<file path="src/source/fpuPkg.sv">
// FPU shared definitions
package fpuPkg;

   ////////////////////////////////////////////////////////////////////////////
   // widths
   ////////////////////////////////////////////////////////////////////////////
   localparam int xLen       = 64;   // integer register width
   localparam int fLen       = 64;   // FP register width
   localparam int dExpBits   = 11;   // double exponent
   localparam int dManBits   = 52;   // double fraction, hidden bit excluded
   localparam int sExpBits   = 8;    // single exponent
   localparam int sManBits   = 23;   // single fraction
   localparam int regAdrBits = 5;

   ////////////////////////////////////////////////////////////////////////////
   // encodings
   ////////////////////////////////////////////////////////////////////////////
   localparam logic [6:0] opFp = 7'b1010011;   // OP-FP major opcode

   // upper five bits of funct7, the low two bits hold the format
   localparam logic [4:0] funct7SgnInj   = 5'b00100;
   localparam logic [4:0] funct7MinMax   = 5'b00101;
   localparam logic [4:0] funct7Cmp      = 5'b10100;
   localparam logic [4:0] funct7ClassMvX = 5'b11100;   // fclass, fmv.x.w/d
   localparam logic [4:0] funct7MvFromX  = 5'b11110;   // fmv.w/d.x

   typedef enum logic {fmtS = 1'b0, fmtD = 1'b1} fmtT;

   // FP result source
   typedef enum logic [1:0] {resSgnInj = 2'd0, resMinMax = 2'd1, resMvFromX = 2'd2} resSelT;

   // integer result source
   typedef enum logic [1:0] {intCmp = 2'd0, intMvToX = 2'd1, intClass = 2'd2} intSelT;

   typedef struct packed {
      logic                  fRegWrite;  // writes the FP register file in W
      logic                  intWrite;   // result goes to the integer side
      fmtT                   fmt;
      resSelT                resSel;
      intSelT                intSel;
      logic [2:0]            opSel;      // funct3
      logic [regAdrBits-1:0] rd;
   } fpuCtrlT;

   typedef struct packed {
      logic nv;   // invalid
      logic dz;
      logic of;
      logic uf;
      logic nx;
   } fflagsT;

   localparam logic [fLen-1:0] canonNaND = 64'h7FF8_0000_0000_0000;
   localparam logic [fLen-1:0] canonNaNS = 64'hFFFF_FFFF_7FC0_0000;   // boxed in ones

   // fclass bit positions
   localparam int clsNegInf  = 0;
   localparam int clsNegNorm = 1;
   localparam int clsNegSub  = 2;
   localparam int clsNegZero = 3;
   localparam int clsPosZero = 4;
   localparam int clsPosSub  = 5;
   localparam int clsPosNorm = 6;
   localparam int clsPosInf  = 7;
   localparam int clsSNaN    = 8;
   localparam int clsQNaN    = 9;

endpackage

</file>
<file path="src/source/fpRegFile.sv">
// FP register file
`timescale 1ns/100ps

module fpRegFile (
   input  logic                          clk,
   input  logic                          rstN,
   input  logic [fpuPkg::regAdrBits-1:0] rAdr1,
   input  logic [fpuPkg::regAdrBits-1:0] rAdr2,
   output logic [fpuPkg::fLen-1:0]       rData1,
   output logic [fpuPkg::fLen-1:0]       rData2,
   input  logic                          wEn,
   input  logic [fpuPkg::regAdrBits-1:0] wAdr,
   input  logic [fpuPkg::fLen-1:0]       wData
);
   import fpuPkg::*;

   localparam int numRegs = 2 ** regAdrBits;

   logic [fLen-1:0] regs [numRegs];

   // f0 is an ordinary register here, unlike x0
   always_ff @(posedge clk or negedge rstN) begin
      if (!rstN) begin
         for (int i = 0; i < numRegs; i++) begin
            regs[i] <= '0;
         end
      end else if (wEn) begin
         regs[wAdr] <= wData;
      end
   end

   // write-through, so a D read of the W destination sees the new value
   always_comb begin
      rData1 = regs[rAdr1];
      rData2 = regs[rAdr2];
      if (wEn && wAdr == rAdr1) begin
         rData1 = wData;
      end
      if (wEn && wAdr == rAdr2) begin
         rData2 = wData;
      end
   end

endmodule

</file>
<file path="config.mk">
export PLATFORM = sky130hd
export DESIGN_NAME = fpRegFile
export DESIGN_NICKNAME = d
export VERILOG_FILES = /design/src/source/fpuPkg.sv /design/src/source/fpRegFile.sv
export SDC_FILE = /design/constraint.sdc
export NUM_CORES = 2
export LEC_CHECK = 0
export BUFFER_PORTS_ARGS = -buffer_cell sky130_fd_sc_hd__buf_2
export CORE_MARGIN = 2
export CORE_UTILIZATION = 50
export DETAILED_ROUTE_END_ITERATION = 16
export GPL_ROUTABILITY_DRIVEN = 0
export PLACE_DENSITY = 0.76
export SLEW_MARGIN = 25
export SYNTH_ARGS = -nofsm -noshare
export SYNTH_HDL_FRONTEND = slang
export SYNTH_SLANG_ARGS = --single-unit
</file>
<file path="constraint.sdc">
create_clock -name clk -period 1.9 [get_ports clk]
set_input_delay 0.19 -clock clk [delete_from_list [all_inputs] [get_ports clk]]
set_output_delay 0.19 -clock clk [all_outputs]
set_load 0.01 [all_outputs]
</file>
# Word level (Yosys, flattened, before mapping)
# Index checks and enable logic that the tools add are counted.
[word_totals]
inputBits = 82
ff_bits = 2048
out_inout_bits = 128
wordCells = 55
[classes]
bitwise = 3
eq_ne = 2
n_reduce_logical = 3
n_lt_le_gt_ge = 4
muxes = 11
[ops]
columns = ["op", "count"]
rows = [
  ["bitwise mux 2048 bit", 1],
  ["binary-select mux 64 bit (select 5 bit)", 2],
  ["2-to-1 mux 64 bit", 7],
  ["demux 64 bit (select 5 bit)", 1],
  [">= comparator 6 bit (second input constant)", 3],
  ["NOT 5 -> 6 bit", 3],
  ["equality test 5 bit", 2],
  ["< comparator 6 x 1 -> 1 bit (second input constant)", 1],
  ["logical AND 1 bit", 3],
]

# Logic depth before layout (Yosys ltp)
[logic_depth]
word_depth = 6
ltp_mapped = 10

# Least setup slack after synthesis
# OpenSTA, ideal clock, no wires.
[synth_timing]
path_kind = "input-to-output"
from = "input port rAdr1[1] in the netlist's numbering"
to = "output port rData1[51] in the netlist's numbering"
arrival_ns = 1.867
path_buffers = 4
required_time_ns = 1.710
path_slack_ns = -0.157
cell_stages = 8
cell_sequence = "buf_4 buf_8 buf_6 clkbuf_1 mux4_2 mux4_2 nand2_1 a31oi_1"
[synth_between]
elab_chain_len = 5
elab_cells_between_ends = 7
cone_classes = "1 x eq/ne; 4 x mux; 1 x bitwise; 1 x reduce/logical"
[synth_lines]
columns = ["item", "line", "text"]
rows = [
  ["start, declared", "fpRegFile.sv:7", "input logic [fpuPkg::regAdrBits-1:0] rAdr1,"],
  ["NOT 5 -> 6 bit (not written as such)", "fpRegFile.sv:34", "rData1 = regs[rAdr1];"],
  ["binary-select mux 64 bit (select 5 bit)", "fpRegFile.sv:34", ""],
  ["2-to-1 mux 64 bit (not written as such) (2 in a row)", "fpRegFile.sv:34", ""],
  ["2-to-1 mux 64 bit (*)", "fpRegFile.sv:36", "if (wEn && wAdr == rAdr1) begin"],
  ["end, declared", "fpRegFile.sv:9", "output logic [fpuPkg::fLen-1:0] rData1,"],
]
# Every way passes the cells marked *; elsewhere a longest branch is shown, timed or not. The select of a mux whose other input is x is not followed.

# Worst setup path in the final report
[layout_timing]
from = "register regs[93] in the netlist's numbering"
to = "output port rData1[29] in the netlist's numbering"
[layout_between]
elab_chain_len = 4
[layout_lines]
columns = ["item", "line", "text"]
rows = [
  ["start, declared", "fpRegFile.sv:19", "logic [fLen-1:0] regs [numRegs];"],
  ["start signal, assigned by index", "fpRegFile.sv:28", "regs[wAdr] <= wData;"],
  ["binary-select mux 64 bit (select 5 bit)", "fpRegFile.sv:34", ""],
  ["2-to-1 mux 64 bit (not written as such) (2 in a row)", "fpRegFile.sv:34", ""],
  ["2-to-1 mux 64 bit", "fpRegFile.sv:36", ""],
]
# No other way between the ends. The select of a mux whose other input is x is not followed.

==> summary.txt <==
Outcome
  • Status: finished, violations left
  • Failing checks: setup timing

Logic synthesis
  • Yosys cell types: 58
  • Number of synthesized register bits: 2048
  • Top_reg_cell synth: dfrtp_1
  • Syn_nets: 7372
  • Syn Area/Cell: 15.1 µm²
  • Synth async-reset ratio: 100%
  • Yosys warning count: 0
  • Post-synthesis sequential area ratio: 46.6%
  • Post-synth EDFFs: 0
  • Synth Cell Area: 110000 µm²
  • Mapped Cells: 7290

Clock network
  • CTS Buf Count: 204
  • Clock H-tree levels: 4
  • Later-pin clock latency in the skew report: 0.88 ns
  • CTS sink cnt: 2048
  • Longest Clk Path Bufs: 3
  • Clock slew at reported path FFs: 0.06 ns
  • Root buffer cell: clkbuf_16
  • TritonCTS clock tree: yes

Layout
  • Reg area: 51200 µm²
  • Max reg flops: 2048
  • Share of cells above drive strength 1: between 60 and 70%
  • Commonest non-fill, non-tap cell in the layout: dfrtp_1
  • Multi-input logic area: 57400 µm²
  • Commonest non-fill, non-tap cells in the layout: dfrtp_1 (2048), mux2_2 (2007), buf_4 (1009)
  • Nets: 8530
  • Largest register by flop count: regs
  • FILL cells: 14.7k
  • Layout area overhead: 25.6%
  • Final design instance area without fill: 138000 µm²
  • Final core occ: roughly 63%
  • Top Registers: regs (2048)

Worst setup path
  • Crit path DAT: roughly 2.8 ns
  • Worst EP required: approximately 1.7 ns
  • Worst-path maximum fanout: 2
  • Critical path class: flip-flop to output port
  • Critical Path Sink Type: output port
  • CP startpoint kind: flip-flop

Route
  • DR vias: 81.4k
  • Final WL: 405000 µm
  • WL per Instance: 35.2 µm
  • DRC: 0
  • DR pass1 iterations: 7
  • Via/cell ratio: 7.08
  • DRT iter0 DRCs: 10.5k
  • Routed Antenna Nets: 0

GRT
  • Vias in the first global route: 84.9k
  • Pin count of the biggest net entering global routing: a little under 80
  • GRT Util Overall: 35.9%
  • Initial antenna violation count: 27
  • Gr ovfl total: 0
  • First-pass GRT wire length: 588000 µm

Floorplan
  • Initial Utilization: 50.2%
  • FP Rows: 172
  • Die Y: roughly 470 µm
  • Die Footprint: 224000 µm²
  • Number of I/O pins: between 200 and 250
  • Die X: 473 µm
  • Core box area: 219000 µm²

Power
  • Internal power: a little under 100 mW
  • P per Cell Area: 991 nW/µm²
  • Register share of total power: 43.0%
  • Combinational cell fraction of total power: 26.0%
  • Maximum vdd drop: 1170 µV
  • Pleak: 60.4 nW
  • Clock Power Share: 30.9%
  • Sw frac: about 29%
  • Psw: 39.5 mW

Timing
  • Worst setup margin: -1.13 ns
  • Worst Skew: 0 ns
  • RSZ-0062 raised after global routing: true
  • Hold Vio Cnt, Final: 0
  • Slew HR: 29.5%
  • Slew @ Worst Pin: 1.06 ns
  • Fmax: 330 MHz
  • Clock period minus worst slack: 3.03 ns
  • Setup Viol. Count Final: between 100 and 150
  • Max-slew violations: 0
  • Tcrit/Tclk final: 159%

Flow run
  • Maxcap violations: 0

Placement
  • Buffers added on ports: 209
  • Placed Area: 126000 µm²
  • Post-DP HPWL: between 200000 and 300000 µm

Min path
  • Hold/Removal Path Class: input pin to flip-flop
-- metal layers --
metal,share of wire [%],up-vias,global-route usage [%]
met3,12,1794,11.0
li1,-,30852,-
met2,45,6117,53.2
met4,8.8,24,27.3
met1,34,42630,44.2
met5,0.038,-,0
-- cell type report --
type / instances / share of cell area (%)
multi-input cells: 4437 / 41.6
flip-flops and latches: 2048 / 37.1
repair buffers: 1752 / 13.6
clock buffers: 321 / 4.50
well taps: 2871 / 2.60
clock inverters: 49 / 0.525
diodes: 19 / 0.0344
inverters: 5 / 0.0172
-- cell usage after synthesis, drive strengths merged (22+ instances only) --
| master | number | share of area (%) |
|---|---|---|
| mux2 | 2053 | 21 |
| dfrtp | 2048 | 47 |
| mux4 | 930 | 19 |
| buf | 487 | 3.0 |
| clkbuf | 313 | 1.1 |
| mux2i | 284 | 2.6 |
| o22ai | 205 | 1.2 |
| nand2 | 116 | 0.43 |
| a21oi | 111 | 0.51 |
| a22oi | 107 | 0.73 |
| o21ai | 107 | 0.49 |
| o221ai | 80 | 0.64 |
| nor2 | 79 | 0.31 |
| a211o | 37 | 0.29 |
| nand2b | 34 | 0.19 |
| a31oi | 29 | 0.17 |
| nand3 | 28 | 0.13 |
| nor3 | 26 | 0.12 |
| a2111oi | 22 | 0.18 |
-- critical path: stages (launching register included) --
cell and delay [ns]:
dfrtp_1 0.40, mux4_2 0.48, mux4_2 0.49, nand2_2 0.12
a31oi_4 0.26, buf_6 0.22
-- cell families (layout without fill, tap and decap cells) --
family | Yosys count | in the layout | share of synthesized area, %
flip-flops | 2048 | 2048 | 46.6
XOR/XNOR | 10 | 10 | 0.0797
AND/OR/NAND/NOR | 368 | 368 | 1.70
buffers and inverters | 805 | 2127 | 4.07
other | 0 | 19 | 0
multiplexers | 3267 | 3267 | 42.7
AO/OA/AOI/OAI | 792 | 792 | 4.86
-- through the flow --
| step | setup slack, ns | TNS (ns) | cells | total power, mW | hold WS [ns] |
|---|---|---|---|---|---|
| after detailed placement | -1.30 | -240.74 | 10931 | 90.6 | 0.130 |
| after CTS | -1.09 | -114.66 | 11447 | 135 | 0.00897 |
| after global placement | -1.42 | -234.30 | 10931 | 88.6 | 0.133 |
| after global routing | -1.14 | -117.74 | 11492 | 141 | 0.0544 |
| final | -1.13 | -113.36 | 11502 | 137 | 0.0636 |
| after floorplan | -0.0406 | -0.545 | 7290 | 77.2 | -0.106 |
-- repair_timing --
item                                    in CTS  in global routing
endpoints found under the setup margin     128                128
gates resized for setup                    500                173
pin swaps                                  240                107
setup buffers                               98                 40
hold buffers                                68                  0
hold endpoints to repair                  3146                  0
-- power by group through the flow --
stage | clock network [mW] | logic, mW | registers, mW
final | 42.3 | 35.6 | 58.9
after global routing | 44.3 | 37.2 | 59.5
after CTS | 42.4 | 34.2 | 58.2
after detailed placement | 0 | 31.7 | 59.0
after global placement | 0 | 30.6 | 58.0
after floorplan | 0 | 20.5 | 56.7
-- final timing paths --
| path | startpoint | end | cells past startpoint | slack, ns |
|---|---|---|---|---|
| worst max-delay path | regs[93]$_DFFE_PN0P_ | rData1[29] | 5 | -1.13 |
| worst min-delay path | wData[55] | regs[2039]$_DFFE_PN0P_ | 3 | 0.06 |
| worst max register to register | regs[262]$_DFFE_PN0P_ | regs[262]$_DFFE_PN0P_ | 3 | 0.85 |
| worst min register to register | regs[1244]$_DFFE_PN0P_ | regs[1244]$_DFFE_PN0P_ | 1 | 0.51 |
| max in group asynchronous | rstN | regs[232]$_DFFE_PN0P_ | 4 | 1.07 |
| min in group asynchronous | rstN | regs[1255]$_DFFE_PN0P_ | 3 | 0.13 |
Note: power is estimated with default switching activity, not from simulation.
