### config.mk
export PLATFORM = sky130hd
export DESIGN_NAME = fpuDecode
export DESIGN_NICKNAME = d
export VERILOG_FILES = /design/src/source/fpuPkg.sv /design/src/source/fpuDecode.sv
export SDC_FILE = /design/constraint.sdc
export NUM_CORES = 1
export LEC_CHECK = 0
export BUFFER_PORTS_ARGS = -buffer_cell sky130_fd_sc_hd__buf_2
export CAP_MARGIN = 20
export CORE_AREA = 3 3 40 42
export DETAILED_ROUTE_END_ITERATION = 12
export DIE_AREA = 0 0 43 45
export PLACE_DENSITY = 0.65
export SYNTH_ARGS = -nofsm -noshare
export SYNTH_HDL_FRONTEND = slang
export SYNTH_SLANG_ARGS = --single-unit
export TNS_END_PERCENT = 10
### constraint.sdc
create_clock -name vclk -period 1.75
set_input_delay 0.35 -clock vclk [all_inputs]
set_output_delay 0.35 -clock vclk [all_outputs]
set_load 0.03 [all_outputs]
### src/source/fpuPkg.sv
// FPU shared definitions
package fpuPkg;

   ////////////////////////////////////////////////////////////////////////////
   // widths
   ////////////////////////////////////////////////////////////////////////////
   localparam int xLen       = 64;   // integer register width
   localparam int fLen       = 64;   // FP register width
   localparam int dExpBits   = 11;   // double exponent
   localparam int dManBits   = 52;   // double fraction, hidden bit excluded
   localparam int sExpBits   = 8;    // single exponent
   localparam int sManBits   = 23;   // single fraction
   localparam int regAdrBits = 5;

   ////////////////////////////////////////////////////////////////////////////
   // encodings
   ////////////////////////////////////////////////////////////////////////////
   localparam logic [6:0] opFp = 7'b1010011;   // OP-FP major opcode

   // upper five bits of funct7, the low two bits hold the format
   localparam logic [4:0] funct7SgnInj   = 5'b00100;
   localparam logic [4:0] funct7MinMax   = 5'b00101;
   localparam logic [4:0] funct7Cmp      = 5'b10100;
   localparam logic [4:0] funct7ClassMvX = 5'b11100;   // fclass, fmv.x.w/d
   localparam logic [4:0] funct7MvFromX  = 5'b11110;   // fmv.w/d.x

   typedef enum logic {fmtS = 1'b0, fmtD = 1'b1} fmtT;

   // FP result source
   typedef enum logic [1:0] {resSgnInj = 2'd0, resMinMax = 2'd1, resMvFromX = 2'd2} resSelT;

   // integer result source
   typedef enum logic [1:0] {intCmp = 2'd0, intMvToX = 2'd1, intClass = 2'd2} intSelT;

   typedef struct packed {
      logic                  fRegWrite;  // writes the FP register file in W
      logic                  intWrite;   // result goes to the integer side
      fmtT                   fmt;
      resSelT                resSel;
      intSelT                intSel;
      logic [2:0]            opSel;      // funct3
      logic [regAdrBits-1:0] rd;
   } fpuCtrlT;

   typedef struct packed {
      logic nv;   // invalid
      logic dz;
      logic of;
      logic uf;
      logic nx;
   } fflagsT;

   localparam logic [fLen-1:0] canonNaND = 64'h7FF8_0000_0000_0000;
   localparam logic [fLen-1:0] canonNaNS = 64'hFFFF_FFFF_7FC0_0000;   // boxed in ones

   // fclass bit positions
   localparam int clsNegInf  = 0;
   localparam int clsNegNorm = 1;
   localparam int clsNegSub  = 2;
   localparam int clsNegZero = 3;
   localparam int clsPosZero = 4;
   localparam int clsPosSub  = 5;
   localparam int clsPosNorm = 6;
   localparam int clsPosInf  = 7;
   localparam int clsSNaN    = 8;
   localparam int clsQNaN    = 9;

endpackage

### src/source/fpuDecode.sv
// FP instruction decoder
`timescale 1ns/100ps

module fpuDecode (
   input  logic [31:0]     instr,
   output fpuPkg::fpuCtrlT ctrl,
   output logic            illegal
);
   import fpuPkg::*;

   logic [6:0] opcode;
   logic [4:0] funct5;
   logic [2:0] funct3;
   logic [4:0] rs2;
   logic       fmtOk;   // only S and D encodings exist

   assign opcode = instr[6:0];
   assign funct5 = instr[31:27];
   assign funct3 = instr[14:12];
   assign rs2    = instr[24:20];
   assign fmtOk  = (instr[26] == 1'b0);

   always_comb begin
      ctrl       = '0;                 // bubble unless a legal encoding matches
      illegal    = 1'b1;
      ctrl.fmt   = fmtT'(instr[25]);
      ctrl.opSel = funct3;
      ctrl.rd    = instr[11:7];
      if (opcode == opFp && fmtOk) begin
         case (funct5)
            funct7SgnInj: begin
               if (funct3 <= 3'd2) begin   // fsgnj, fsgnjn, fsgnjx
                  ctrl.fRegWrite = 1'b1;
                  ctrl.resSel    = resSgnInj;
                  illegal        = 1'b0;
               end
            end
            funct7MinMax: begin
               if (funct3 <= 3'd1) begin   // fmin, fmax
                  ctrl.fRegWrite = 1'b1;
                  ctrl.resSel    = resMinMax;
                  illegal        = 1'b0;
               end
            end
            funct7Cmp: begin
               if (funct3 <= 3'd2) begin   // fle, flt, feq
                  ctrl.intWrite = 1'b1;
                  ctrl.intSel   = intCmp;
                  illegal       = 1'b0;
               end
            end
            funct7ClassMvX: begin
               if (rs2 == 5'd0 && funct3 <= 3'd1) begin
                  ctrl.intWrite = 1'b1;
                  ctrl.intSel   = funct3[0] ? intClass : intMvToX;   // 001 is fclass
                  illegal       = 1'b0;
               end
            end
            funct7MvFromX: begin
               if (rs2 == 5'd0 && funct3 == 3'd0) begin
                  ctrl.fRegWrite = 1'b1;
                  ctrl.resSel    = resMvFromX;
                  illegal        = 1'b0;
               end
            end
            default: ;                     // stays illegal
         endcase
      end
   end

endmodule

## Word level (Yosys, flattened, before mapping)

Index checks and enable logic that the tools add are counted.

- Output and inout port bits: 16
- Input port bits: 32
- Memories: 0
- Latch bits: 0
- Memory bits (writable): 0
- Memory bits (read-only): 0
- Register bits: 0
- Word-level logic and storage cells: 35

- Equal/unequal tests: 6
- Reductions and logical operators: 6
- Shift operators: 0
- Multipliers: 0
- Muxes and demuxes: 20
- Bitwise gates (word level): 1
- Add/subtract/negate cells: 0
- Magnitude comparators: 2
- Divide/modulo/power cells: 0

Operator list:

| cell | number |
|---|---|
| $eq A5 B5 Y1 const B | 3 |
| $eq A5 B3 Y1 const B | 2 |
| $mux W1 | 10 |
| $mux W2 | 5 |
| $eq A7 B7 Y1 const B | 1 |
| $logic_not A5 Y1 | 1 |
| $mux W4 | 1 |
| $pmux W1 S4 | 1 |
| $pmux W2 S2 | 1 |
| $le A3 B1 Y1 const B | 1 |
| $le A3 B2 Y1 const B | 1 |
| $logic_and A1 B1 Y1 | 3 |
| $logic_not A3 Y1 | 1 |
| $pmux W1 S3 | 1 |
| $pmux W1 S2 | 1 |
| $reduce_or A2 Y1 | 1 |
| $not A1 Y1 | 1 |

## Logic depth before layout (Yosys ltp)

Gate-level depths: netlist of the first run.

- Word-level depth: 5
- Gate-level depth with buffers: 4
- Mapped depth without buffers: 3

## Least setup slack after synthesis of the first run

Ideal clock, no wire load.

- Kind: input port to output port
- Start point: input port instr[21]
- End point: output port ctrl[9] (netlist bit)
- Stages on the path: 3
- Data arrival time: 1.884 ns
- Setup slack: -0.484 ns
- Path through: nor4_4 -> nand3_1 -> nor4b_1

RTL lines:

| what | line | source |
|---|---|---|
| start, declared | fpuDecode.sv:5 | `input logic [31:0] instr,` |
| end, declared | fpuDecode.sv:6 | `output fpuPkg::fpuCtrlT ctrl,` |

## Worst setup path after layout of the first run

- Start point: input port instr[22]
- End point: output port illegal

- Cells in the longest elaborated chain, start to end: 5
- Elaborated cells on any way between the ends: 7

Ends and longest elaborated chain:

| what | line | source |
|---|---|---|
| $logic_not A5 Y1 * | fpuDecode.sv:53, fpuDecode.sv:60 |  |
| $logic_and A1 B1 Y1 (on tied branches) | fpuDecode.sv:60, fpuDecode.sv:53 |  |
| $mux W1 (on tied branches) | fpuDecode.sv:60, fpuDecode.sv:53 |  |
| $pmux W1 S4 * | fpuDecode.sv:30 | `case (funct5)` |
| $mux W1 * | fpuDecode.sv:29 | `if (opcode == opFp && fmtOk) begin` |
| end, declared | fpuDecode.sv:7 | `output logic illegal` |

Every way passes the cells marked *; elsewhere a longest branch is shown, timed or not.

==> metrics.txt, run 1 <==
status=finished with violations; failing checks=negative setup slack; Final Hold Fails=0; worst-path fanout max=4; drt total wl=1.02 mm; xor/xnor cell area share of the yosys netlist=0%; crit path capture=illegal; CP arrival=1.45 ns; Layout area overhead=71.9%; fin worst setup slack=-0.0460 ns; critical path type=in -> out; syn_area_per_cell=7.12 sq um; commonest non-fill, non-tap cells in the layout=22 x buf_2, 12 x buf_4, 4 x buf_6; Routed Antenna Nets=0; Yosys cell types=24; fillers=142; Seq/Total Area, Yosys=0%; initial antenna violation count=0; Crit-path slowest cell=a2111o_1; CP delay by family, top=simple AND/OR/NAND/NOR gates; routed vias/inst=5.05; fin crit period=1.80 ns; largest net degree at the start of global routing=8; initial DRC count=5; diode count=0; Hold WS=0.700 ns; gr ovfl total=0; CP most frequent cell=buf_6; cts hold-fix bufs=0; Static Leak=0.000223 uW; Starting Density=24.9%; Initial DRT Pass Iterations=2; Die Area=1940 sq um; num sequential=0; number of remaining DRC errors=0; share of post-route cells with drive strength above 1=67.1%; Detailed Place HPWL=871 microns; Tot Pwr=81.9 uW; area occupied by multi-input gates=287 sq um; Setup violations, final=3; Post-Synth Simple-Gate Area=61.3%; proportion of synthesized area in mux cells=0%; largest family of logic cells by synthesized area=simple AND/OR/NAND/NOR gates; Peak VDD IR=0.0530 mV; WL/cell=11.6 microns; most common cell after layout, fill and taps aside=buf_2; P per Cell Area=149 nW/um^2; crit-path max cell delay=0.38 ns; setup repair after global routing missed its margin=yes; Cells after Synth=45; Die Wd=43 microns; CLK BUF=0; critical path capture point type=primary output; core area=1280 sq um; synthesized area=320 sq um; Std-Cell Rows=13; vias=444; fin. max-slew vios=0; DIE HEIGHT=45 microns; Buf/Inv on CP=2; Post-Synthesis Net Count=77; storage element area=0 sq um; global-route wire length before repair=1.64 mm; Max Clk Rate=0.557 GHz; I/O pin cnt=48; actual slew at the worst max-slew pin=0.346 ns; period utilization=103%; MaxCap Viol Count=0; relative slew slack=76.6%; Req. time, crit path=1.40 ns; routability cong.=0.847; Total GRT Usage=10.2%; Crit path depth=5; crit-path cells=buf_6 > nor4_4 > nand3_2 > a2111o_1 > buf_6; Post-Synth Adder-Cell Area=0%; YS warnings=0; buffers added on ports=31; Compound-Gate Fraction of Synth Area=16.0%; start point of the critical path=instr[22]; Post-Place Worst Slack=-0.116 ns; vias in the first global route=401; crit start category=input port; worst hold path class=in -> out; fin nets=107
[cell type report]
class / count / share of cell area, %
repair buffers: 38 / 44.5
multi-input cells: 35 / 52.0
well taps: 15 / 3.41
[power breakdown]
part           switching [uW]  internal [uW]  total, uW  leakage (uW)
combinational            41.3           40.6       81.9      0.000223
sequential                  0              0          0             0
clock                       0              0          0             0
[worst min-delay path by stage]
stage                         start       to  slack (ns)  depth (start not counted)
after floorplan           instr[12]  ctrl[8]        0.77                          1
after global placement    instr[11]  ctrl[4]        0.70                          0
after detailed placement  instr[11]  ctrl[4]        0.70                          0
after CTS                 instr[11]  ctrl[4]        0.70                          0
after global routing      instr[10]  ctrl[3]        0.70                          0
final                     instr[10]  ctrl[3]        0.70                          0
[layer usage]
metal / wire length [microns] / part of all wire (%) / GRT usage (%) / vias up
met5: 0 / 0 / 0 / -
met4: 0 / 0 / 0.602 / 0
met3: 100 / 9.8 / 1.99 / 0
met2: 522 / 51 / 19.5 / 17
met1: 395 / 39 / 12.4 / 201
li1: - / - / - / 226
[cells by family (layout without fill, tap and decap cells)]
logic type,after synthesis,count (layout)
AND/OR/NAND/NOR,27,27
AO/OA/AOI/OAI,8,8
buffers and inverters,10,38
[metrics by stage]
stage          util [%]  TNS [ns]  cells  area, sq um
2_1_floorplan         -    -0.238     45          343
3_3_place_gp       38.1    -0.314     87          489
3_5_place_dp       38.1    -0.394     87          489
4_1_cts            41.1   -0.0938     88          528
5_1_grt            42.8    -0.427     88          551
6_report           42.8   -0.0625     88          551
[cells in the mapped netlist]
library cell / instances / area [sq um]
nor3b_1: 1 / 7.51
nor4_4: 1 / 21.3
and4bb_2: 1 / 12.5
o21ai_0: 1 / 5.00
nand4_1: 2 / 12.5
nor4b_1: 2 / 17.5
buf_2: 1 / 5.00
a2111o_1: 1 / 11.3
nor3_2: 1 / 10.0
nand3_2: 1 / 10.0
nor4_1: 1 / 6.26
and4b_1: 1 / 10.0
buf_4: 9 / 67.6
and3b_1: 1 / 8.76
and2_0: 1 / 6.26
nand4b_1: 2 / 17.5
nor2b_1: 2 / 12.5
a211oi_1: 1 / 7.51
nor3_1: 1 / 5.00
a21oi_1: 4 / 20.0
nor2_1: 4 / 15.0
o31ai_1: 1 / 7.51
nand3_1: 4 / 20.0
nand2_1: 1 / 3.75
[timing repair]
item / in CTS / in global routing
pin swaps: 6 / 2
endpoints found under the setup margin: 5 / 7
setup buffers: 1 / 0
gates resized for setup: 8 / 9
No activity file was read; power rests on OpenSTA's default activity.
==> run 2, diff against run 1 <==
--- a/config.mk
+++ b/config.mk
@@ -5,12 +5,13 @@
 export SDC_FILE = /design/constraint.sdc
 export NUM_CORES = 1
 export LEC_CHECK = 0
+export ABC_AREA = 1
 export BUFFER_PORTS_ARGS = -buffer_cell sky130_fd_sc_hd__buf_2
 export CAP_MARGIN = 20
 export CORE_AREA = 3 3 40 42
 export DETAILED_ROUTE_END_ITERATION = 12
 export DIE_AREA = 0 0 43 45
-export PLACE_DENSITY = 0.65
+export PLACE_DENSITY = 0.72
 export SYNTH_ARGS = -nofsm -noshare
 export SYNTH_HDL_FRONTEND = slang
 export SYNTH_SLANG_ARGS = --single-unit
==> run 2 against run 1 <==
  * The flow now finishes without violations
  * Sequential share of layout area unchanged
  * First-iteration DRC count did not move
  * Cell area is 5.0% lower
  * Routed wire length decreased by 6.6%
  * Fmax increased by 11%
  * Final cell count grew 35%
  * Critical path depth increased by 4
  * Critical endpoint is now ctrl[14]
  * Largest cell class unchanged
  * Largest power group unchanged
==> metrics.txt, run 2 <==
Fin Setup TNS=0 ns; Std-Cell Rows=13; status=completed; routability cong.=0.853; Hold WS=0.700 ns; gr ovfl total=0; largest net degree at the start of global routing=6; vias in the first global route=442; start point of the critical path=instr[14]; initial DRC count=5; core area=1280 sq um; Static Leak=0.000331 uW; Max Clk Rate=0.621 GHz; CP most frequent cell=nor2_1; synthesized area=409 sq um; worst-path fanout max=4; initial antenna violation count=0; Die Wd=43 microns; count leader, synth=nand2_1; Die Area=1940 sq um; Crit-path slowest cell=clkbuf_4; num sequential=0; share of post-route cells with drive strength above 1=41.3%; setup repair after global routing missed its margin=no; CLK BUF=0; Setup violations, final=0; Buf/Inv on CP=3; fin util=40.7%; Post-Synthesis Net Count=114; fin nets=138; I/O pin cnt=48; drt total wl=952 microns; crit-path max cell delay=0.19 ns; Min-Delay Startpoint=instr[8]; diode count=0; Req. time, crit path=1.40 ns; period utilization=92.1%; commonest non-fill, non-tap cells in the layout=30 x buf_2, 21 x nand2_1, 17 x nor2_1; P per Cell Area=150 nW/um^2; global-route wire length before repair=1.59 mm; Cells after Synth=82; crit-path cells=buf_2 > nor2_2 > nand2_1 > inv_1 > nand2_1 > nor2_1 > nor2_1 > nor2_1 > clkbuf_4; relative slew slack=87.7%; critical path type=in -> out; Yosys cell types=14; storage element area=0 sq um; YS warnings=0; top cells by area, synth=nand2_1 19%, nor2_1 17%, buf_4 17%; top-area cell type share of the netlist area=19.3%; syn_area_per_cell=4.99 sq um; routed vias/inst=4.30; Detailed Place HPWL=846 microns; vias=512; Commonest cells post-synth=21 x nand2_1, 19 x nor2_1, 13 x inv_1; number of remaining DRC errors=0; Initial DRT Pass Iterations=4; Total GRT Usage=9.78%; critical path capture point type=primary output; Routed Antenna Nets=0; CP arrival=1.26 ns; fin. max-slew vios=0; fin crit period=1.61 ns; crit start category=input port; actual slew at the worst max-slew pin=0.184 ns; CP delay by family, top=simple AND/OR/NAND/NOR gates; post-synth top area cell=nand2_1; DIE HEIGHT=45 microns; WL/cell=8.00 microns; MaxCap Viol Count=0; buffers added on ports=31; Final Hold Fails=0; Peak VDD IR=0.0668 mV; most common cell after layout, fill and taps aside=buf_2; Layout area overhead=27.8%; Starting Density=31.8%; Seq/Total Area, Yosys=0%; worst hold path class=in -> out
[run 2: cell count changes in the layout (fill, tap and decap cells not counted), sizes merged, moves of 2 or more]
cell / delta
nor2b: -2
nand2: +20
buf: -8
a21oi: -2
inv: +16
nor2: +20
nor4b: -2
nand3: +2
nor4: -2
nand4b: -2
[run 2: logic make-up after synthesis]
family,Yosys count,share of synthesized area [%]
compound gates,2,2.45
simple gates,55,66.4
buf+inv,25,31.2
[run 2: where the power goes]
part / internal [uW] / leakage, uW / switching, uW
Sequential: 0 / 0 / 0
Clock: 0 / 0 / 0
Combinational: 31.4 / 0.000331 / 46.9
Total: 31.4 / 0.000331 / 46.9
[run 2: what timing repair did]
action / CTS / global route
hold endpoints to repair: 0 / 0
hold buffers: 0 / 0
setup endpoints to repair: 0 / 3
setup buffers: 0 / 0
gates resized for setup: 0 / 3
[run 2: area by class of cell]
cell class	count	area, sq um
fillers	149	762
well taps	15	18.8
multi-input cells	57	287
repair buffers	31	158
inverters	16	60.1
[run 2: stage by stage]
stage	instances	instance area, sq um	setup WS (ns)	total power [uW]
2_1_floorplan	82	409	0.00846	73.4
3_3_place_gp	119	515	0.132	76.5
3_5_place_dp	119	515	0.131	77.6
4_1_cts	119	515	0.128	77.9
5_1_grt	119	523	0.0123	89.0
6_report	119	523	0.139	78.4
[run 2: final timing paths]
kind,end,slack (ns),depth (start not counted)
worst max-delay path,ctrl[14],0.14,9
worst min-delay path,ctrl[1],0.70,0
[run 2: routing by layer]
metal,up-vias,share of wire (%),track usage (%),wire (microns)
met5,-,0,0,0
met4,0,0,1.81,0
met3,0,9.2,0.797,88
met2,22,48,18.0,456
met1,207,43,12.6,407
li1,283,-,-,-
