`config.mk`:
```
export PLATFORM = sky130hd
export DESIGN_NAME = fpCompare_flat
export DESIGN_NICKNAME = d
export VERILOG_FILES = /design/src/source/fpuPkg.sv /design/src/source/fpOperandIf.sv /design/src/source/fpCompare.sv /design/src/flat_wrapper.sv
export SDC_FILE = /design/constraint.sdc
export NUM_CORES = 1
export LEC_CHECK = 0
export ABC_AREA = 1
export BUFFER_PORTS_ARGS = -buffer_cell sky130_fd_sc_hd__buf_4
export CORE_AREA = 2 2 156 158
export DETAILED_ROUTE_END_ITERATION = 12
export DIE_AREA = 0 0 158 160
export GPL_TIMING_DRIVEN = 0
export MAX_ROUTING_LAYER = met4
export PLACE_DENSITY = 0.49
export SETUP_SLACK_MARGIN = 0.2
export SLEW_MARGIN = 20
export SYNTH_ARGS = -nofsm -noshare
export SYNTH_HDL_FRONTEND = slang
export SYNTH_SLANG_ARGS = --single-unit
```
`constraint.sdc`:
```
create_clock -name vclk -period 3.5
set_clock_uncertainty 0.15 [all_clocks]
set_input_delay 0.7 -clock vclk [all_inputs]
set_output_delay 0.7 -clock vclk [all_outputs]
set_load 0.05 [all_outputs]
```
`src/source/fpuPkg.sv`:
```
// FPU shared definitions
package fpuPkg;

   ////////////////////////////////////////////////////////////////////////////
   // widths
   ////////////////////////////////////////////////////////////////////////////
   localparam int xLen       = 64;   // integer register width
   localparam int fLen       = 64;   // FP register width
   localparam int dExpBits   = 11;   // double exponent
   localparam int dManBits   = 52;   // double fraction, hidden bit excluded
   localparam int sExpBits   = 8;    // single exponent
   localparam int sManBits   = 23;   // single fraction
   localparam int regAdrBits = 5;

   ////////////////////////////////////////////////////////////////////////////
   // encodings
   ////////////////////////////////////////////////////////////////////////////
   localparam logic [6:0] opFp = 7'b1010011;   // OP-FP major opcode

   // upper five bits of funct7, the low two bits hold the format
   localparam logic [4:0] funct7SgnInj   = 5'b00100;
   localparam logic [4:0] funct7MinMax   = 5'b00101;
   localparam logic [4:0] funct7Cmp      = 5'b10100;
   localparam logic [4:0] funct7ClassMvX = 5'b11100;   // fclass, fmv.x.w/d
   localparam logic [4:0] funct7MvFromX  = 5'b11110;   // fmv.w/d.x

   typedef enum logic {fmtS = 1'b0, fmtD = 1'b1} fmtT;

   // FP result source
   typedef enum logic [1:0] {resSgnInj = 2'd0, resMinMax = 2'd1, resMvFromX = 2'd2} resSelT;

   // integer result source
   typedef enum logic [1:0] {intCmp = 2'd0, intMvToX = 2'd1, intClass = 2'd2} intSelT;

   typedef struct packed {
      logic                  fRegWrite;  // writes the FP register file in W
      logic                  intWrite;   // result goes to the integer side
      fmtT                   fmt;
      resSelT                resSel;
      intSelT                intSel;
      logic [2:0]            opSel;      // funct3
      logic [regAdrBits-1:0] rd;
   } fpuCtrlT;

   typedef struct packed {
      logic nv;   // invalid
      logic dz;
      logic of;
      logic uf;
      logic nx;
   } fflagsT;

   localparam logic [fLen-1:0] canonNaND = 64'h7FF8_0000_0000_0000;
   localparam logic [fLen-1:0] canonNaNS = 64'hFFFF_FFFF_7FC0_0000;   // boxed in ones

   // fclass bit positions
   localparam int clsNegInf  = 0;
   localparam int clsNegNorm = 1;
   localparam int clsNegSub  = 2;
   localparam int clsNegZero = 3;
   localparam int clsPosZero = 4;
   localparam int clsPosSub  = 5;
   localparam int clsPosNorm = 6;
   localparam int clsPosInf  = 7;
   localparam int clsSNaN    = 8;
   localparam int clsQNaN    = 9;

endpackage

```
`src/source/fpOperandIf.sv`:
```
// Unpacked operand bundle
`timescale 1ns/100ps

interface fpOperandIf;
   import fpuPkg::*;

   logic [fLen-1:0]     raw;       // operand after the boxing check
   logic                sgn;
   logic [dExpBits-1:0] exp;       // single exponent sits zero-extended here
   logic [dManBits:0]   man;       // hidden bit on top
   logic                isNaN;
   logic                isSNaN;
   logic                isZero;
   logic                isInf;
   logic                isDenorm;
   logic                isNorm;

   // driven by the unpacker
   modport unpack (
      output raw, sgn, exp, man,
      output isNaN, isSNaN, isZero, isInf, isDenorm, isNorm
   );

   // read by the execute units
   modport unit (
      input raw, sgn, exp, man,
      input isNaN, isSNaN, isZero, isInf, isDenorm, isNorm
   );

endinterface

```
`src/source/fpCompare.sv`:
```
// Compare and min/max unit
`timescale 1ns/100ps

module fpCompare (
   input  fpuPkg::fmtT             fmt,
   input  logic [2:0]              opSel,   // bit 2 marks min/max
   fpOperandIf.unit                opX,
   fpOperandIf.unit                opY,
   output logic [fpuPkg::xLen-1:0] cmpRes,
   output logic [fpuPkg::fLen-1:0] minMaxRes,
   output logic                    invalid
);
   import fpuPkg::*;

   logic [dExpBits+dManBits-1:0] magX, magY;   // exponent and fraction, no sign
   logic anyNaN, anySNaN, bothZero;
   logic ordLt;                                // total order, -0 below +0
   logic eqRes, ltRes, leRes, cmpBit;
   logic pickX;

   assign magX     = {opX.exp, opX.man[dManBits-1:0]};
   assign magY     = {opY.exp, opY.man[dManBits-1:0]};
   assign anyNaN   = opX.isNaN | opY.isNaN;
   assign anySNaN  = opX.isSNaN | opY.isSNaN;
   assign bothZero = opX.isZero & opY.isZero;

   // sign first, then magnitude, reversed for two negatives
   assign ordLt = (opX.sgn != opY.sgn) ? opX.sgn :
                  (opX.sgn ? (magY < magX) : (magX < magY));

   // IEEE compares treat the two zeros as equal
   assign eqRes = ~anyNaN & (((opX.sgn == opY.sgn) & (magX == magY)) | bothZero);
   assign ltRes = ~anyNaN & ordLt & ~bothZero;
   assign leRes = ltRes | eqRes;

   always_comb begin
      case (opSel[1:0])
         2'b00:   cmpBit = leRes;
         2'b01:   cmpBit = ltRes;
         2'b10:   cmpBit = eqRes;
         default: cmpBit = 1'b0;
      endcase
   end
   assign cmpRes = {{(xLen-1){1'b0}}, cmpBit};

   ////////////////////////////////////////////////////////////////////////////
   // min/max
   ////////////////////////////////////////////////////////////////////////////
   assign pickX = opSel[0] ? ~ordLt : ordLt;   // funct3 001 is max

   always_comb begin
      if (opX.isNaN && opY.isNaN) begin
         minMaxRes = (fmt == fmtD) ? canonNaND : canonNaNS;
      end else if (opX.isNaN) begin
         minMaxRes = opY.raw;                  // the non-NaN one wins
      end else if (opY.isNaN) begin
         minMaxRes = opX.raw;
      end else begin
         minMaxRes = pickX ? opX.raw : opY.raw;
      end
   end

   // feq and min/max only complain about signaling NaNs
   assign invalid = (opSel[2] || opSel[1:0] == 2'b10) ? anySNaN : anyNaN;

endmodule

```
`src/flat_wrapper.sv`:
```
// flat-port wrapper written by rule: the top's interface ports become plain ports
module fpCompare_flat import fpuPkg::*;
  (fmt, opSel, cmpRes, minMaxRes, invalid, opX_raw, opX_sgn, opX_exp, opX_man, opX_isNaN, opX_isSNaN, opX_isZero, opX_isInf, opX_isDenorm, opX_isNorm, opY_raw, opY_sgn, opY_exp, opY_man, opY_isNaN, opY_isSNaN, opY_isZero, opY_isInf, opY_isDenorm, opY_isNorm);
  fpOperandIf opX_i ();
  fpOperandIf opY_i ();
  input  fpuPkg::fmtT fmt;
  input  logic [2:0] opSel;
  output logic [fpuPkg::xLen-1:0] cmpRes;
  output logic [fpuPkg::fLen-1:0] minMaxRes;
  output logic invalid;
  input wire logic [$bits(opX_i.raw)-1:0] opX_raw;
  input wire logic [$bits(opX_i.sgn)-1:0] opX_sgn;
  input wire logic [$bits(opX_i.exp)-1:0] opX_exp;
  input wire logic [$bits(opX_i.man)-1:0] opX_man;
  input wire logic [$bits(opX_i.isNaN)-1:0] opX_isNaN;
  input wire logic [$bits(opX_i.isSNaN)-1:0] opX_isSNaN;
  input wire logic [$bits(opX_i.isZero)-1:0] opX_isZero;
  input wire logic [$bits(opX_i.isInf)-1:0] opX_isInf;
  input wire logic [$bits(opX_i.isDenorm)-1:0] opX_isDenorm;
  input wire logic [$bits(opX_i.isNorm)-1:0] opX_isNorm;
  input wire logic [$bits(opY_i.raw)-1:0] opY_raw;
  input wire logic [$bits(opY_i.sgn)-1:0] opY_sgn;
  input wire logic [$bits(opY_i.exp)-1:0] opY_exp;
  input wire logic [$bits(opY_i.man)-1:0] opY_man;
  input wire logic [$bits(opY_i.isNaN)-1:0] opY_isNaN;
  input wire logic [$bits(opY_i.isSNaN)-1:0] opY_isSNaN;
  input wire logic [$bits(opY_i.isZero)-1:0] opY_isZero;
  input wire logic [$bits(opY_i.isInf)-1:0] opY_isInf;
  input wire logic [$bits(opY_i.isDenorm)-1:0] opY_isDenorm;
  input wire logic [$bits(opY_i.isNorm)-1:0] opY_isNorm;
  assign opX_i.raw = opX_raw;
  assign opX_i.sgn = opX_sgn;
  assign opX_i.exp = opX_exp;
  assign opX_i.man = opX_man;
  assign opX_i.isNaN = opX_isNaN;
  assign opX_i.isSNaN = opX_isSNaN;
  assign opX_i.isZero = opX_isZero;
  assign opX_i.isInf = opX_isInf;
  assign opX_i.isDenorm = opX_isDenorm;
  assign opX_i.isNorm = opX_isNorm;
  assign opY_i.raw = opY_raw;
  assign opY_i.sgn = opY_sgn;
  assign opY_i.exp = opY_exp;
  assign opY_i.man = opY_man;
  assign opY_i.isNaN = opY_isNaN;
  assign opY_i.isSNaN = opY_isSNaN;
  assign opY_i.isZero = opY_isZero;
  assign opY_i.isInf = opY_isInf;
  assign opY_i.isDenorm = opY_isDenorm;
  assign opY_i.isNorm = opY_isNorm;
  fpCompare u_core (.fmt(fmt), .opSel(opSel), .opX(opX_i), .opY(opY_i), .cmpRes(cmpRes), .minMaxRes(minMaxRes), .invalid(invalid));
endmodule
```
* Yosys cells after proc, flatten, opt, wreduce, memory -nomap -nowiden
Index checks and enable logic that the tools add are counted.
Storage, ports and cells: register bits 0, bits of input ports 274, output and inout bits 129, word-level logic and storage cells 32
Cells by class: order comparisons 2, equality and inequality tests 5, multiplexer cells 10, bitwise gates (word level) 12, reductions and logical operators 3
Operator list (number):
- $mux W64 | 5
- $lt A63 B63 Y1 | 2
- $eq A63 B63 Y1 | 1
- $and A1 B1 Y1 | 5
- $mux W1 | 4
- $or A1 B1 Y1 | 4
- $not A1 Y1 | 3
- $pmux W1 S3 | 1
- $eq A2 B1 Y1 const B | 1
- $eq A2 B2 Y1 const B | 1
- $logic_not A2 Y1 | 1
- $eq A1 B1 Y1 | 1
- $logic_and A1 B1 Y1 | 1
- $logic_or A1 B1 Y1 | 1
- $ne A1 B1 Y1 | 1

* Logic depth before layout (Yosys ltp)
word-level depth 9, depth in mapped cells 23, depth with buffers taken out 22

* Worst setup path before layout
OpenSTA, ideal clock, no wires.
path kind in2out, start input opY_man[22], end output minMaxRes[11] in the netlist's numbering, data arrival time 2.958 ns, required time 2.650 ns, path slack -0.308 ns, cell stages on the path 16, path buffers 1, path through inv_1 ha_1 nand2_1 nor2_1 nand2_1 nor3_2 nand3_1 or2_0 nand2_1 nand2_1 nand3_1 nand3_2 buf_6 nand3_1 nand2_1 nor2_1
Between the ends: longest elaborated chain between the ends 9
RTL lines:
- from (decl) | line flat_wrapper.sv:24 | input wire logic [$bits(opY_i.man)-1:0] opY_man;
- $lt A63 B63 Y1 | line fpCompare.sv:29 | (opX.sgn ? (magY < magX) : (magX < magY));
- $mux W1 (*) | line fpCompare.sv:29
- $mux W1 (*) | line fpCompare.sv:28 | assign ordLt = (opX.sgn != opY.sgn) ? opX.sgn :
- $not A1 Y1 | line fpCompare.sv:49 | assign pickX = opSel[0] ? ~ordLt : ordLt;
- $mux W1 (*) | line fpCompare.sv:49
- $mux W64 (*) | line fpCompare.sv:59 | minMaxRes = pickX ? opX.raw : opY.raw;
- $mux W64 (*) | line fpCompare.sv:56 | end else if (opY.isNaN) begin
- $mux W64 (*) | line fpCompare.sv:54 | end else if (opX.isNaN) begin
- $mux W64 (*) | line fpCompare.sv:52 | if (opX.isNaN && opY.isNaN) begin
- to (decl) | line flat_wrapper.sv:9 | output logic [fpuPkg::fLen-1:0] minMaxRes;
Every way passes the cells marked *; elsewhere a longest branch is shown, timed or not.

* Worst setup path in the final report
start input opX_isNaN, end output minMaxRes[53] in the netlist's numbering
Between the ends: longest elaborated chain between the ends 2
RTL lines:
- from (decl) | line flat_wrapper.sv:15 | input wire logic [$bits(opX_i.isNaN)-1:0] opX_isNaN;
- $mux W64 / $logic_and A1 B1 Y1 (equally long branches) | line fpCompare.sv:54, fpCompare.sv:52
- $mux W64 (*) | line fpCompare.sv:52
Marked as above.

==> reports/metrics.sh <==
SYNTHMUXAREASHARE_PCT=0
GRT_ANTENNA_BEFORE_REPAIR=0
SYNTHESIS.INSTANCES=683
DESIGN.DIE.AREA_UM2=25300
PLACE.DETAILED.INSTANCES=1400
FIRST_PASS_GRT_WIRE_LENGTH_UM=27700
ROUTEDWLPERCELL_UM=13.2
FAILED_CHECKS='negative setup slack'
POWER.DENSITY_CELL_AREA_nW_PER_UM2=189
SETUP.WORST_PATH.CLASS='in -> out'
YOSYS-TOP-CELLS-AREA='sky130_fd_sc_hd__ha_1 (22%), sky130_fd_sc_hd__nand2_1 (19%), sky130_fd_sc_hd__nand3_1 (16%)'
SYNTH.TOP_CELLS.BY_COUNT='sky130_fd_sc_hd__nand2_1 (183), sky130_fd_sc_hd__inv_1 (129), sky130_fd_sc_hd__nand3_1 (114)'
DIODES=0
CRITPATHCAPTURETYPE='primary output'
PORT_BUFFERS=331
NNETSFINAL=1434
DIE_X_UM=158
FIN_WORST_HOLD_SLACK_PS=1570
POST-SYNTH-TOP-AREA-CELL='sky130_fd_sc_hd__ha_1'
VIA_COUNT_OF_THE_FIRST_GLOBAL_ROUTING_PASS=5493
FINAL-MAX-SLEW-VIOLATION-COUNT=0
RUN_STATUS='complete, but fails checks'
CLK_BUF=0
WORST_SETUP_PATH_STARTPOINT='opX_isNaN'
STARTING_DENSITY_PCT=15.3
TIMING.FINAL.CRIT_PERIOD_PS=3980
VDD.IR_DROP.WORST_V=0.000109
SHARE_OF_THE_SYNTHESIZED_AREA_IN_COMPOUND_GATES_AO_OA_AOI_OAI_PCT=5.31
MIN-DELAY-PATH-CLASS='in -> out'
CRIT_PATH_MAX_FANOUT=10
DRT_PRE_ANTENNA_ITERS=4
SYNTHMOSTINSTANTIATEDCELL='sky130_fd_sc_hd__nand2_1'
SYNTH_AREA_UM2=3650
ROUTE.VIAS.TOTAL=5490
N_SEQUENTIAL_CELL=0
GRT_SETUP_UNREPAIRED='yes'
SHARE_OF_THE_SYNTHESIZED_NETLIST_AREA_TAKEN_BY_XOR_AND_XNOR_GATES_PCT=0.240
MIN_FROM='opX_raw[17]'
ANT_NETS=0
CTS.HOLD.BUFFERS_ADDED=0
CRITICAL_PATH.STARTPOINT_TYPE='input pin'
FINALWORSTSETUPSLACK_PS=-479
DIE_H_UM=160
POST_SYNTH.CELL_AREA_AVG_UM2=5.35
MAX_SLEW.WORST_PIN.SLEW_PS=1160
FINISH.CELL_COUNT_WITHOUT_FILLERS=1419
SYNTH-WARNING-COUNT=0
SYNTH.TOP_CELL.AREA_SHARE_PCT=21.6
CAP_VIOLATIONS=0
GRT_OVERFLOW=0
POWER.LEAKAGE_nW=5.08
SYNTH_FA_HA_AREA_SHARE_PCT=21.6
FINAL_COUNT_OF_NEGATIVE_SETUP_SLACK_ENDPOINTS=64
SYNTH.DISTINCT_CELLS=24
SLEW_HEADROOM_PCT=22.6
FINALCRITPERIODSHARE_PCT=114
LAYOUT-AREA-OVERHEAD-VS-SYNTH_PCT=152
DETAIL_ROUTE.DRC_VIOLATIONS=0
GP_ROUTABILITY_CONGESTION=0.820
GRT_START_MAX_NET_PINS=11
TRACK_USAGE_PCT=14.0
YOSYS.AREA_SHARE.SIMPLE_PCT=42.1
POST_DRT_VIA_CELL_RATIO=3.87
CP_DATA_ARRIVAL_TIME_PS=3130
SYNTH_TOP_FAMILY_BY_AREA='simple AND/OR/NAND/NOR gates'
POSTROUTEWIRELENGTH_UM=18800
TIMING.CRITICAL_PATH.REQUIRED_PS=2650
DETAILED_PLACE_HPWL_UM=16000
CORE_ROWS=57
MAX_CLOCK_FREQ_MHz=251
DRIVE_ABOVE_1_SHARE_PCT=59.5
DETAILEDROUTE.FIRSTITERATIONVIOLATIONS=159
AREA.SEQUENTIAL_UM2=0
SYNTH.YOSYS.SEQ_AREA_SHARE_PCT=0
FLOORPLAN.CORE_AREA_UM2=23800
IOPINCOUNT=403
FINAL_NUMBER_OF_HOLD_VIOLATING_ENDPOINTS=0
[path summary, 6_finish.rpt]
check | slack [ps] | to | depth (start not counted)
hold / removal | 1570 | minMaxRes[17] | 4
setup / recovery | -480 | minMaxRes[53] | 7
[final cells by class]
cell class / instances / area (um2)
fill: 2496 / 14600
multi-input combinational: 525 / 4290
timing repair buffer: 349 / 3250
buffer: 90 / 731
inverter: 131 / 522
tap: 324 / 405
[power breakdown]
| part | total [mW] | switching [mW] | internal [mW] |
|---|---|---|---|
| clock network | 0 | 0 | 0 |
| registers | 0 | 0 | 0 |
| logic | 1.74 | 0.976 | 0.766 |
[critical path: stages]
cell and delay (ps):
sky130_fd_sc_hd__buf_4 120, sky130_fd_sc_hd__clkinv_1 240, sky130_fd_sc_hd__clkbuf_1 580, sky130_fd_sc_hd__buf_1 920, sky130_fd_sc_hd__nand3_1 280, sky130_fd_sc_hd__nand3_4 130
sky130_fd_sc_hd__buf_8 160
[metal layers]
metal / global-route usage [%] / up-vias / wire length, um
li1: - / 2822 / -
met3: 1.52 / 20 / 1350
met1: 15.7 / 2415 / 7070
met2: 26.8 / 233 / 10100
met4: 1.88 / 0 / 312
met5: - / - / 0
[logic make-up (layout without fill, tap and decap cells)]
group | after synthesis | after routing
adders and majority gates | 63 | 63
xor gates and xnor gates | 1 | 1
AOI/OAI and AO/OA | 36 | 36
other | 1 | 63
buffers and inverters | 221 | 570
and+or+nand+nor | 361 | 362
[cell usage in the layout, fill, tap and decap left out, types with 9 or more instances in the layout]
master / netlist / routed
sky130_fd_sc_hd__nand3_2: 1 / 38
sky130_fd_sc_hd__nand2_1: 183 / 108
sky130_fd_sc_hd__nand3_1: 114 / 31
sky130_fd_sc_hd__ha_4: 0 / 18
sky130_fd_sc_hd__ha_1: 63 / 45
sky130_fd_sc_hd__inv_2: 0 / 16
sky130_fd_sc_hd__inv_1: 129 / 107
sky130_fd_sc_hd__nor2_1: 54 / 43
sky130_fd_sc_hd__buf_4: 70 / 330
sky130_fd_sc_hd__conb_1: 1 / 63
sky130_fd_sc_hd__a21oi_1: 26 / 22
sky130_fd_sc_hd__buf_6: 3 / 20
sky130_fd_sc_hd__clkbuf_1: 14 / 9
sky130_fd_sc_hd__nand3_4: 0 / 46
sky130_fd_sc_hd__buf_8: 0 / 63
sky130_fd_sc_hd__nand2_2: 0 / 38
sky130_fd_sc_hd__nand2_4: 1 / 35
[metrics by stage]
stage	TNS [ps]	instance area (um2)	worst slack [ps]	utilization, %	power (mW)
2_1_floorplan	0	4720	92.2	-	0.932
3_3_place_gp	-34150	7610	-677	31.9	1.39
3_5_place_dp	-36800	7610	-687	31.9	1.41
4_1_cts	-24580	8710	-453	36.6	1.66
5_1_grt	-38680	9200	-662	38.6	1.86
6_report	-25400	9200	-479	38.6	1.74
[what timing repair did]
action | CTS | global route
pin swaps | 40 | 37
buffers inserted | 9 | 3
gates resized for setup | 231 | 87
gates cloned | 4 | 3
endpoints found under the setup margin | 65 | 65
(Power assumes the default switching activity.)
